## config.mk

```make
export PLATFORM = sky130hd
export DESIGN_NAME = aluCore
export DESIGN_NICKNAME = d
export VERILOG_FILES = /design/src/intAluPkg.sv /design/src/aluAdder.sv /design/src/aluCondEval.sv /design/src/aluCore.sv /design/src/aluFlagGen.sv /design/src/aluLogicMove.sv
export VERILOG_INCLUDE_DIRS = /design/src
export SDC_FILE = /design/constraint.sdc
export NUM_CORES = 1
export LEC_CHECK = 0
export BUFFER_PORTS_ARGS = -buffer_cell sky130_fd_sc_hd__buf_2
export CORE_AREA = 2 2 221 223
export CTS_CLUSTER_DIAMETER = 80
export DETAILED_ROUTE_END_ITERATION = 7
export DIE_AREA = 0 0 223 225
export PLACE_DENSITY = 0.51
export RECOVER_POWER = 25
export SLEW_MARGIN = 5
export SYNTH_ARGS = -nofsm -noshare
export SYNTH_HDL_FRONTEND = slang
export SYNTH_HIERARCHICAL = 1
export SYNTH_SLANG_ARGS = --single-unit
```

## constraint.sdc

```tcl
create_clock -name clk -period 5.4 [get_ports clk]
set_input_delay 0.54 -clock clk [delete_from_list [all_inputs] [get_ports clk]]
set_output_delay 0.54 -clock clk [all_outputs]
set_load 0.02 [all_outputs]
```

## src/intAlu_settings.svh

```systemverilog
// fixed ALU widths and reset values, `include wherever the ALU types or datapath need them
`ifndef INTALU_SETTINGS_SVH
`define INTALU_SETTINGS_SVH

// operand and result width
`define ALU_DATA_WIDTH 64

// width of the 32-bit op forms
`define ALU_HALF_WIDTH 32

// C O A S Z P
`define ALU_FLAG_WIDTH 6

`define ALU_COND_WIDTH 4
`define ALU_OP_WIDTH 5

// response register contents after reset
`define ALU_RESET_RESULT {`ALU_DATA_WIDTH{1'b0}}
`define ALU_RESET_FLAGS {`ALU_FLAG_WIDTH{1'b0}}

`endif

```

## src/intAluPkg.sv

```systemverilog
// opcode, condition and bus types of the integer ALU, imported by the RTL and the testbench
`default_nettype none

`include "intAlu_settings.svh"

package intAluPkg;

  typedef enum logic [`ALU_OP_WIDTH-1:0] {
    ADD64,
    ADD32,
    SUB64,
    SUB32,
    AND64,
    AND32,
    OR64,
    OR32,
    XOR64,
    XOR32,
    XNOR64,
    XNOR32,
    MOV64,
    MOV32,
    ZXT8,
    ZXT16,
    SXT8,
    SXT16,
    SXT32,
    CMOV,
    CSET
  } aluOp_e;

  // x86 style condition codes
  typedef enum logic [`ALU_COND_WIDTH-1:0] {
    Z, NZ, S, NS,
    UGT, ULE, UGE, ULT,
    SGT, SLE, SGE, SLT,
    O, NO, P, NP
  } aluCond_e;

  typedef struct packed {
    logic c;
    logic o;
    logic a; // aux carry out of bit 3
    logic s;
    logic z;
    logic p;
  } aluFlags_t;

  typedef struct packed {
    logic                       valid;
    aluOp_e                     op;
    aluCond_e                   cond;
    logic                       setFlags; // instruction asks for a flag update
    logic [`ALU_DATA_WIDTH-1:0] a;
    logic [`ALU_DATA_WIDTH-1:0] b;
    aluFlags_t                  flagsIn;
  } aluReq_t;

  typedef struct packed {
    logic                       valid;
    logic [`ALU_DATA_WIDTH-1:0] result;
    aluFlags_t                  flags;
    logic                       flagsWrite;
  } aluResp_t;

endpackage

`default_nettype wire

```

## src/aluAdder.sv

```systemverilog
// shared 64/32-bit adder-subtractor of the ALU core, returns sum plus carry, overflow and aux
`default_nettype none
`timescale 1ns/10ps

`include "intAlu_settings.svh"

module aluAdder (
  input  logic [`ALU_DATA_WIDTH-1:0] a,
  input  logic [`ALU_DATA_WIDTH-1:0] b,
  input  logic                       isSub,
  input  logic                       is32,
  output logic [`ALU_DATA_WIDTH-1:0] sum,
  output logic                       carry,
  output logic                       overflow,
  output logic                       auxCarry
);

  localparam int DW = `ALU_DATA_WIDTH;
  localparam int HW = `ALU_HALF_WIDTH;

  logic [DW-1:0] bOp;
  logic [DW:0]   full;
  logic [HW:0]   low;  // separate 32-bit carry chain
  logic [4:0]    nib;
  logic          ovf64;
  logic          ovf32;

  assign bOp = isSub ? ~b : b; // a - b as a + ~b + 1

  assign full = {1'b0, a} + {1'b0, bOp} + {{DW{1'b0}}, isSub};
  assign low = {1'b0, a[HW-1:0]} + {1'b0, bOp[HW-1:0]} + {{HW{1'b0}}, isSub};
  assign nib = {1'b0, a[3:0]} + {1'b0, bOp[3:0]} + {4'b0, isSub};

  // same operand signs, different result sign
  assign ovf64 = (a[DW-1] == bOp[DW-1]) && (full[DW-1] != a[DW-1]);
  assign ovf32 = (a[HW-1] == bOp[HW-1]) && (low[HW-1] != a[HW-1]);

  assign sum = is32 ? {{(DW-HW){1'b0}}, low[HW-1:0]} : full[DW-1:0];

  // carry out inverted on sub gives borrow
  assign carry = (is32 ? low[HW] : full[DW]) ^ isSub;
  assign overflow = is32 ? ovf32 : ovf64;
  assign auxCarry = nib[4] ^ isSub;

endmodule

`default_nettype wire

```

## src/aluCondEval.sv

```systemverilog
// condition code check against a flag set, feeds cmov and cset in the ALU core
`default_nettype none
`timescale 1ns/10ps

`include "intAlu_settings.svh"

module aluCondEval (
  input  intAluPkg::aluFlags_t flags,
  input  intAluPkg::aluCond_e  cond,
  output logic                 take
);

  import intAluPkg::*;

  always_comb
  begin
    case (cond)
      Z:       take = flags.z;
      NZ:      take = ~flags.z;
      S:       take = flags.s;
      NS:      take = ~flags.s;
      UGT:     take = ~flags.c & ~flags.z;
      ULE:     take = flags.c | flags.z;
      UGE:     take = ~flags.c;
      ULT:     take = flags.c; // borrow set
      // signed compares via S vs O
      SGT:     take = ~flags.z & (flags.s == flags.o);
      SLE:     take = flags.z | (flags.s != flags.o);
      SGE:     take = flags.s == flags.o;
      SLT:     take = flags.s != flags.o;
      O:       take = flags.o;
      NO:      take = ~flags.o;
      P:       take = flags.p;
      NP:      take = ~flags.p;
      default: take = 1'b0;
    endcase
  end

endmodule

`default_nettype wire

```

## src/aluCore.sv

```systemverilog
// single-cycle integer ALU top, takes one request per clock and registers the response
`default_nettype none
`timescale 1ns/10ps

`include "intAlu_settings.svh"

module aluCore (
  input  logic                 clk,
  input  logic                 rst,
  input  intAluPkg::aluReq_t   req,
  output intAluPkg::aluResp_t  resp
);

  import intAluPkg::*;

  logic                       isSub;
  logic                       is32;
  logic                       addEn;
  logic                       condTake;
  logic [`ALU_DATA_WIDTH-1:0] sum;
  logic [`ALU_DATA_WIDTH-1:0] logicResult;
  logic [`ALU_DATA_WIDTH-1:0] result;
  logic                       adderCarry;
  logic                       adderOverflow;
  logic                       adderAux;
  logic                       writesFlags;
  aluFlags_t                  flagsNext;
  aluResp_t                   respNext;

  // adder op decode
  always_comb
  begin
    addEn = 1'b0;
    isSub = 1'b0;
    is32 = 1'b0;
    case (req.op)
      ADD64:   addEn = 1'b1;
      ADD32:
      begin
        addEn = 1'b1;
        is32 = 1'b1;
      end
      SUB64:
      begin
        addEn = 1'b1;
        isSub = 1'b1;
      end
      SUB32:
      begin
        addEn = 1'b1;
        isSub = 1'b1;
        is32 = 1'b1;
      end
      default: addEn = 1'b0;
    endcase
  end

  aluAdder adder (
    .a        (req.a),
    .b        (req.b),
    .isSub    (isSub),
    .is32     (is32),
    .sum      (sum),
    .carry    (adderCarry),
    .overflow (adderOverflow),
    .auxCarry (adderAux)
  );

  aluCondEval condEval (
    .flags (req.flagsIn),
    .cond  (req.cond),
    .take  (condTake)
  );

  aluLogicMove logicMove (
    .op       (req.op),
    .a        (req.a),
    .b        (req.b),
    .condTake (condTake),
    .result   (logicResult)
  );

  assign result = addEn ? sum : logicResult;

  aluFlagGen flagGen (
    .op            (req.op),
    .result        (result),
    .adderCarry    (adderCarry),
    .adderOverflow (adderOverflow),
    .adderAux      (adderAux),
    .flagsIn       (req.flagsIn),
    .flags         (flagsNext),
    .writesFlags   (writesFlags)
  );

  assign respNext.valid = req.valid;
  assign respNext.result = result;
  assign respNext.flags = flagsNext;
  assign respNext.flagsWrite = req.valid & req.setFlags & writesFlags;

  always_ff @(posedge clk)
  begin
    if (rst)
    begin
      resp.valid <= 1'b0;
      resp.result <= `ALU_RESET_RESULT;
      resp.flags <= `ALU_RESET_FLAGS;
      resp.flagsWrite <= 1'b0;
    end
    else
      resp <= respNext; // one cycle, no stall
  end

endmodule

`default_nettype wire

```

## src/aluFlagGen.sv

```systemverilog
// builds the COASZP flag set and the flag-write qualifier for the executed ALU op
`default_nettype none
`timescale 1ns/10ps

`include "intAlu_settings.svh"

module aluFlagGen (
  input  intAluPkg::aluOp_e          op,
  input  logic [`ALU_DATA_WIDTH-1:0] result,
  input  logic                       adderCarry,
  input  logic                       adderOverflow,
  input  logic                       adderAux,
  input  intAluPkg::aluFlags_t       flagsIn,
  output intAluPkg::aluFlags_t       flags,
  output logic                       writesFlags
);

  import intAluPkg::*;

  localparam int DW = `ALU_DATA_WIDTH;
  localparam int HW = `ALU_HALF_WIDTH;

  logic isArith;
  logic isLogic;
  logic is32;
  logic sign;
  logic zero;
  logic parity;

  always_comb
  begin
    isArith = 1'b0;
    isLogic = 1'b0;
    is32 = 1'b0;
    case (op)
      ADD64, SUB64:                 isArith = 1'b1;
      ADD32, SUB32:
      begin
        isArith = 1'b1;
        is32 = 1'b1;
      end
      AND64, OR64, XOR64, XNOR64:   isLogic = 1'b1;
      AND32, OR32, XOR32, XNOR32:
      begin
        isLogic = 1'b1;
        is32 = 1'b1;
      end
      default:                      isArith = 1'b0;
    endcase
  end

  assign sign = is32 ? result[HW-1] : result[DW-1];
  assign zero = is32 ? (result[HW-1:0] == '0) : (result == '0);
  assign parity = ~^result[7:0]; // set on even bit count

  assign writesFlags = isArith | isLogic;

  always_comb
  begin
    flags = flagsIn; // moves and extends leave flags alone
    if (writesFlags)
    begin
      flags.c = isArith & adderCarry;
      flags.o = isArith & adderOverflow;
      flags.a = isArith & adderAux;
      flags.s = sign;
      flags.z = zero;
      flags.p = parity;
    end
  end

endmodule

`default_nettype wire

```

## src/aluLogicMove.sv

```systemverilog
// non-adder result mux of the ALU core: logic ops, moves, extends, cmov and cset
`default_nettype none
`timescale 1ns/10ps

`include "intAlu_settings.svh"

module aluLogicMove (
  input  intAluPkg::aluOp_e          op,
  input  logic [`ALU_DATA_WIDTH-1:0] a,
  input  logic [`ALU_DATA_WIDTH-1:0] b,
  input  logic                       condTake,
  output logic [`ALU_DATA_WIDTH-1:0] result
);

  import intAluPkg::*;

  localparam int DW = `ALU_DATA_WIDTH;
  localparam int HW = `ALU_HALF_WIDTH;

  logic [DW-1:0] andV;
  logic [DW-1:0] orV;
  logic [DW-1:0] xorV;

  // keep the low half, clear the upper bits
  function automatic logic [DW-1:0] lowHalf(input logic [DW-1:0] v);
    lowHalf = {{(DW-HW){1'b0}}, v[HW-1:0]};
  endfunction

  assign andV = a & b;
  assign orV = a | b;
  assign xorV = a ^ b;

  always_comb
  begin
    case (op)
      AND64:   result = andV;
      AND32:   result = lowHalf(andV);
      OR64:    result = orV;
      OR32:    result = lowHalf(orV);
      XOR64:   result = xorV;
      XOR32:   result = lowHalf(xorV);
      XNOR64:  result = ~xorV;
      XNOR32:  result = lowHalf(~xorV);
      MOV64:   result = b;
      MOV32:   result = lowHalf(b);
      ZXT8:    result = {{(DW-8){1'b0}}, b[7:0]};
      ZXT16:   result = {{(DW-16){1'b0}}, b[15:0]};
      SXT8:    result = {{(DW-8){b[7]}}, b[7:0]};
      SXT16:   result = {{(DW-16){b[15]}}, b[15:0]};
      SXT32:   result = {{(DW-HW){b[HW-1]}}, b[HW-1:0]};
      CMOV:    result = condTake ? b : a;
      CSET:    result = {{(DW-1){1'b0}}, condTake};
      default: result = '0; // adder ops, sum taken in the core
    endcase
  end

endmodule

`default_nettype wire

```

==> run metrics <==
max reg flops 72; post-route setup slack 153 ps; first-pass GRT wire length 90000 um; pwr dens 176 mW/mm^2; Initial Utilization 30.0%; gr usage total 22.8%; total gr overflow 0; Yosys cell types 92; Crit. End Element flip-flop; post-DP HPWL 45200 um; Crit Path Class input port to flip-flop; Top delay family on crit path compound AO/OA/AOI/OAI gates; commonest non-fill, non-tap cell in the layout buf_4; crit-path max FO 10; row count 80; DIE AREA 0.0502 mm^2; maxcap violations 0; synthesized instance count 1908; metal3 WL 2880 um; Hold Path Stages 2; Final Hold Vio Count 0; post-route ant nets 0; most frequent CP cell buf_4; Final Setup Violations 0; Pwr Total 3070 uW; HP Start req[134]; Post-Route WL 58700 um; Slowest-stage cell, CP a311o_1; Peak VDD IR 0.121 mV; HP Class input port to flip-flop; input/output buffers 218; min cycle time layout 5250 ps; highest metal layer with signal wires met5; Most flops, register resp; final-stage net count 2558; CTS Root Cell clkbuf_16; status completed; commonest cells after routing, fill and taps aside buf_4, nand2_1, ha_1; Placer Congestion 0.934; Vias 15800; CP peak stage delay 400 ps; initial antenna violation count 6; cell area after synthesis 0.0143 mm^2; number of buffers created by CTS 9; Post-Layout Cell Count 2838; CP bufs+invs 4; number of synthesized flops with an enable pin 0; Critical Path Source Type input port; CTS hold repair buffers 0; number of global-route vias before repair 15800; htree depth 3; post-synthesis sequential area ratio 10.1%; Leakage Power 0.00856 uW; drt first pass iters 6; synthesized area per cell 7.47 um^2; # IOs 219; M1 WL 26100 um; Post-Syn Nets 2251; Post-CTS Repair Setup Buffers 0; synthesized flop and latch total 72; synthesis-to-finish area growth 22.7%; largest net degree at the start of global routing 82; Hold Path End resp[0]; Clock Path Buffers 2; largest registers resp x72; clock transition at the registers of the reported paths 60 ps; core area 0.0475 mm^2; metal2 WL 28400 um; DRC 0; CP arrival 5560 ps; yosys warns 6; Via density 5.55; drt wl/cell 20.7 um; post-placement setup slack -496 ps; Post-synth ARST share 0%; 1st-iter DRT viols 1058; die height 225 um; Worst Tran Pin Value 965 ps; CTS tree yes; RSZ-0062 raised after global routing no; design area 0.0175 mm^2; Highest Clock Rate 191 MHz; Tcrit/Tclk final 97.2%; Cell Area, Placed 0.0172 mm^2; Sinks on Clock Net 72; die width 223 um; Main synth FF type dfxtp_1; Slew Viols, Final 0; Critical Path RT 5720 ps; fin util 36.8%; placed instance count 2819; Slew Limit Headroom 35.6%; layout cells sized above 1 24.0%
where the power goes:
group	internal, uW	switching, uW	total [uW]
registers	576	12.0	588
logic	816	1060	1880
clock network	334	273	606
total	1730	1350	3070
synthesized netlist by cell type, drive strengths merged, types with 9 or more instances:
cell type  number  share of area, %
nand2         227               6.0
ha            195                17
inv           157               4.1
a21oi         155               5.6
buf            95               4.2
xor2           90               5.5
nor2           75               2.0
dfxtp          72                10
o31ai          69               3.6
clkbuf         68               1.8
or4b           66               5.7
nand4          63               2.8
o21ai          60               2.2
a21o           43               2.3
a221o          39               2.7
xnor2          38               2.3
o221ai         35               2.2
o22ai          31               1.4
a22oi          29               1.5
mux2i          26               1.8
nor2b          23               1.0
o211ai         21               1.1
o21bai         20               1.1
nor3           19              0.75
nand3          18              0.63
a211oi         14              0.74
nor4           14              0.72
nand2b         12              0.53
a211o          10              0.61
a221oi         10              0.61
o2bb2ai         9              0.60
metal layers:
metal,GRT usage [%],up-vias
met5,0,-
met4,7.51,6
met3,3.43,75
met2,39.1,437
met1,29.2,7601
li1,-,7631
how the worst max path moves through the flow:
stage | to | startpoint | depth (start not counted)
after floorplan | resp[2] | req[141] | 26
after global placement | resp[2] | req[143] | 24
after detailed placement | resp[2] | req[143] | 24
after CTS | resp[2] | req[143] | 24
after global routing | resp[2] | req[143] | 25
final | resp[2] | req[143] | 25
final cells by class:
type | count | area (um^2)
tap | 615 | 769
inverter | 157 | 589
timing repair buffer | 459 | 2940
sequential | 72 | 1440
clock inverter | 5 | 31.3
fill | 5066 | 30100
multi-input combinational | 1516 | 11500
antenna | 3 | 7.51
clock buffer | 11 | 253
what timing repair did:
action	4_1_cts	5_1_grt
cloned	0	0
endpoints found under the setup margin	1	1
pin swaps	0	0
resized for setup	1	10
logic make-up (layout without fill, tap and decap cells):
logic type	count (synthesis)	after routing	share of synthesized area, %
xor+xnor	128	128	7.86
simple gates	564	564	22.8
flops	72	72	10.1
other cells	0	3	0
fa+ha+maj	196	196	17.3
buf+inv	320	632	10.2
compound gates	596	596	29.5
mux	32	32	2.33
per-stage QoR:
stage	hold slack [ps]	TNS (ps)
2_1_floorplan	686	0
3_3_place_gp	766	-509
3_5_place_dp	769	-496
4_1_cts	350	0
5_1_grt	375	0
6_report	377	0
(Power assumes the default switching activity.)
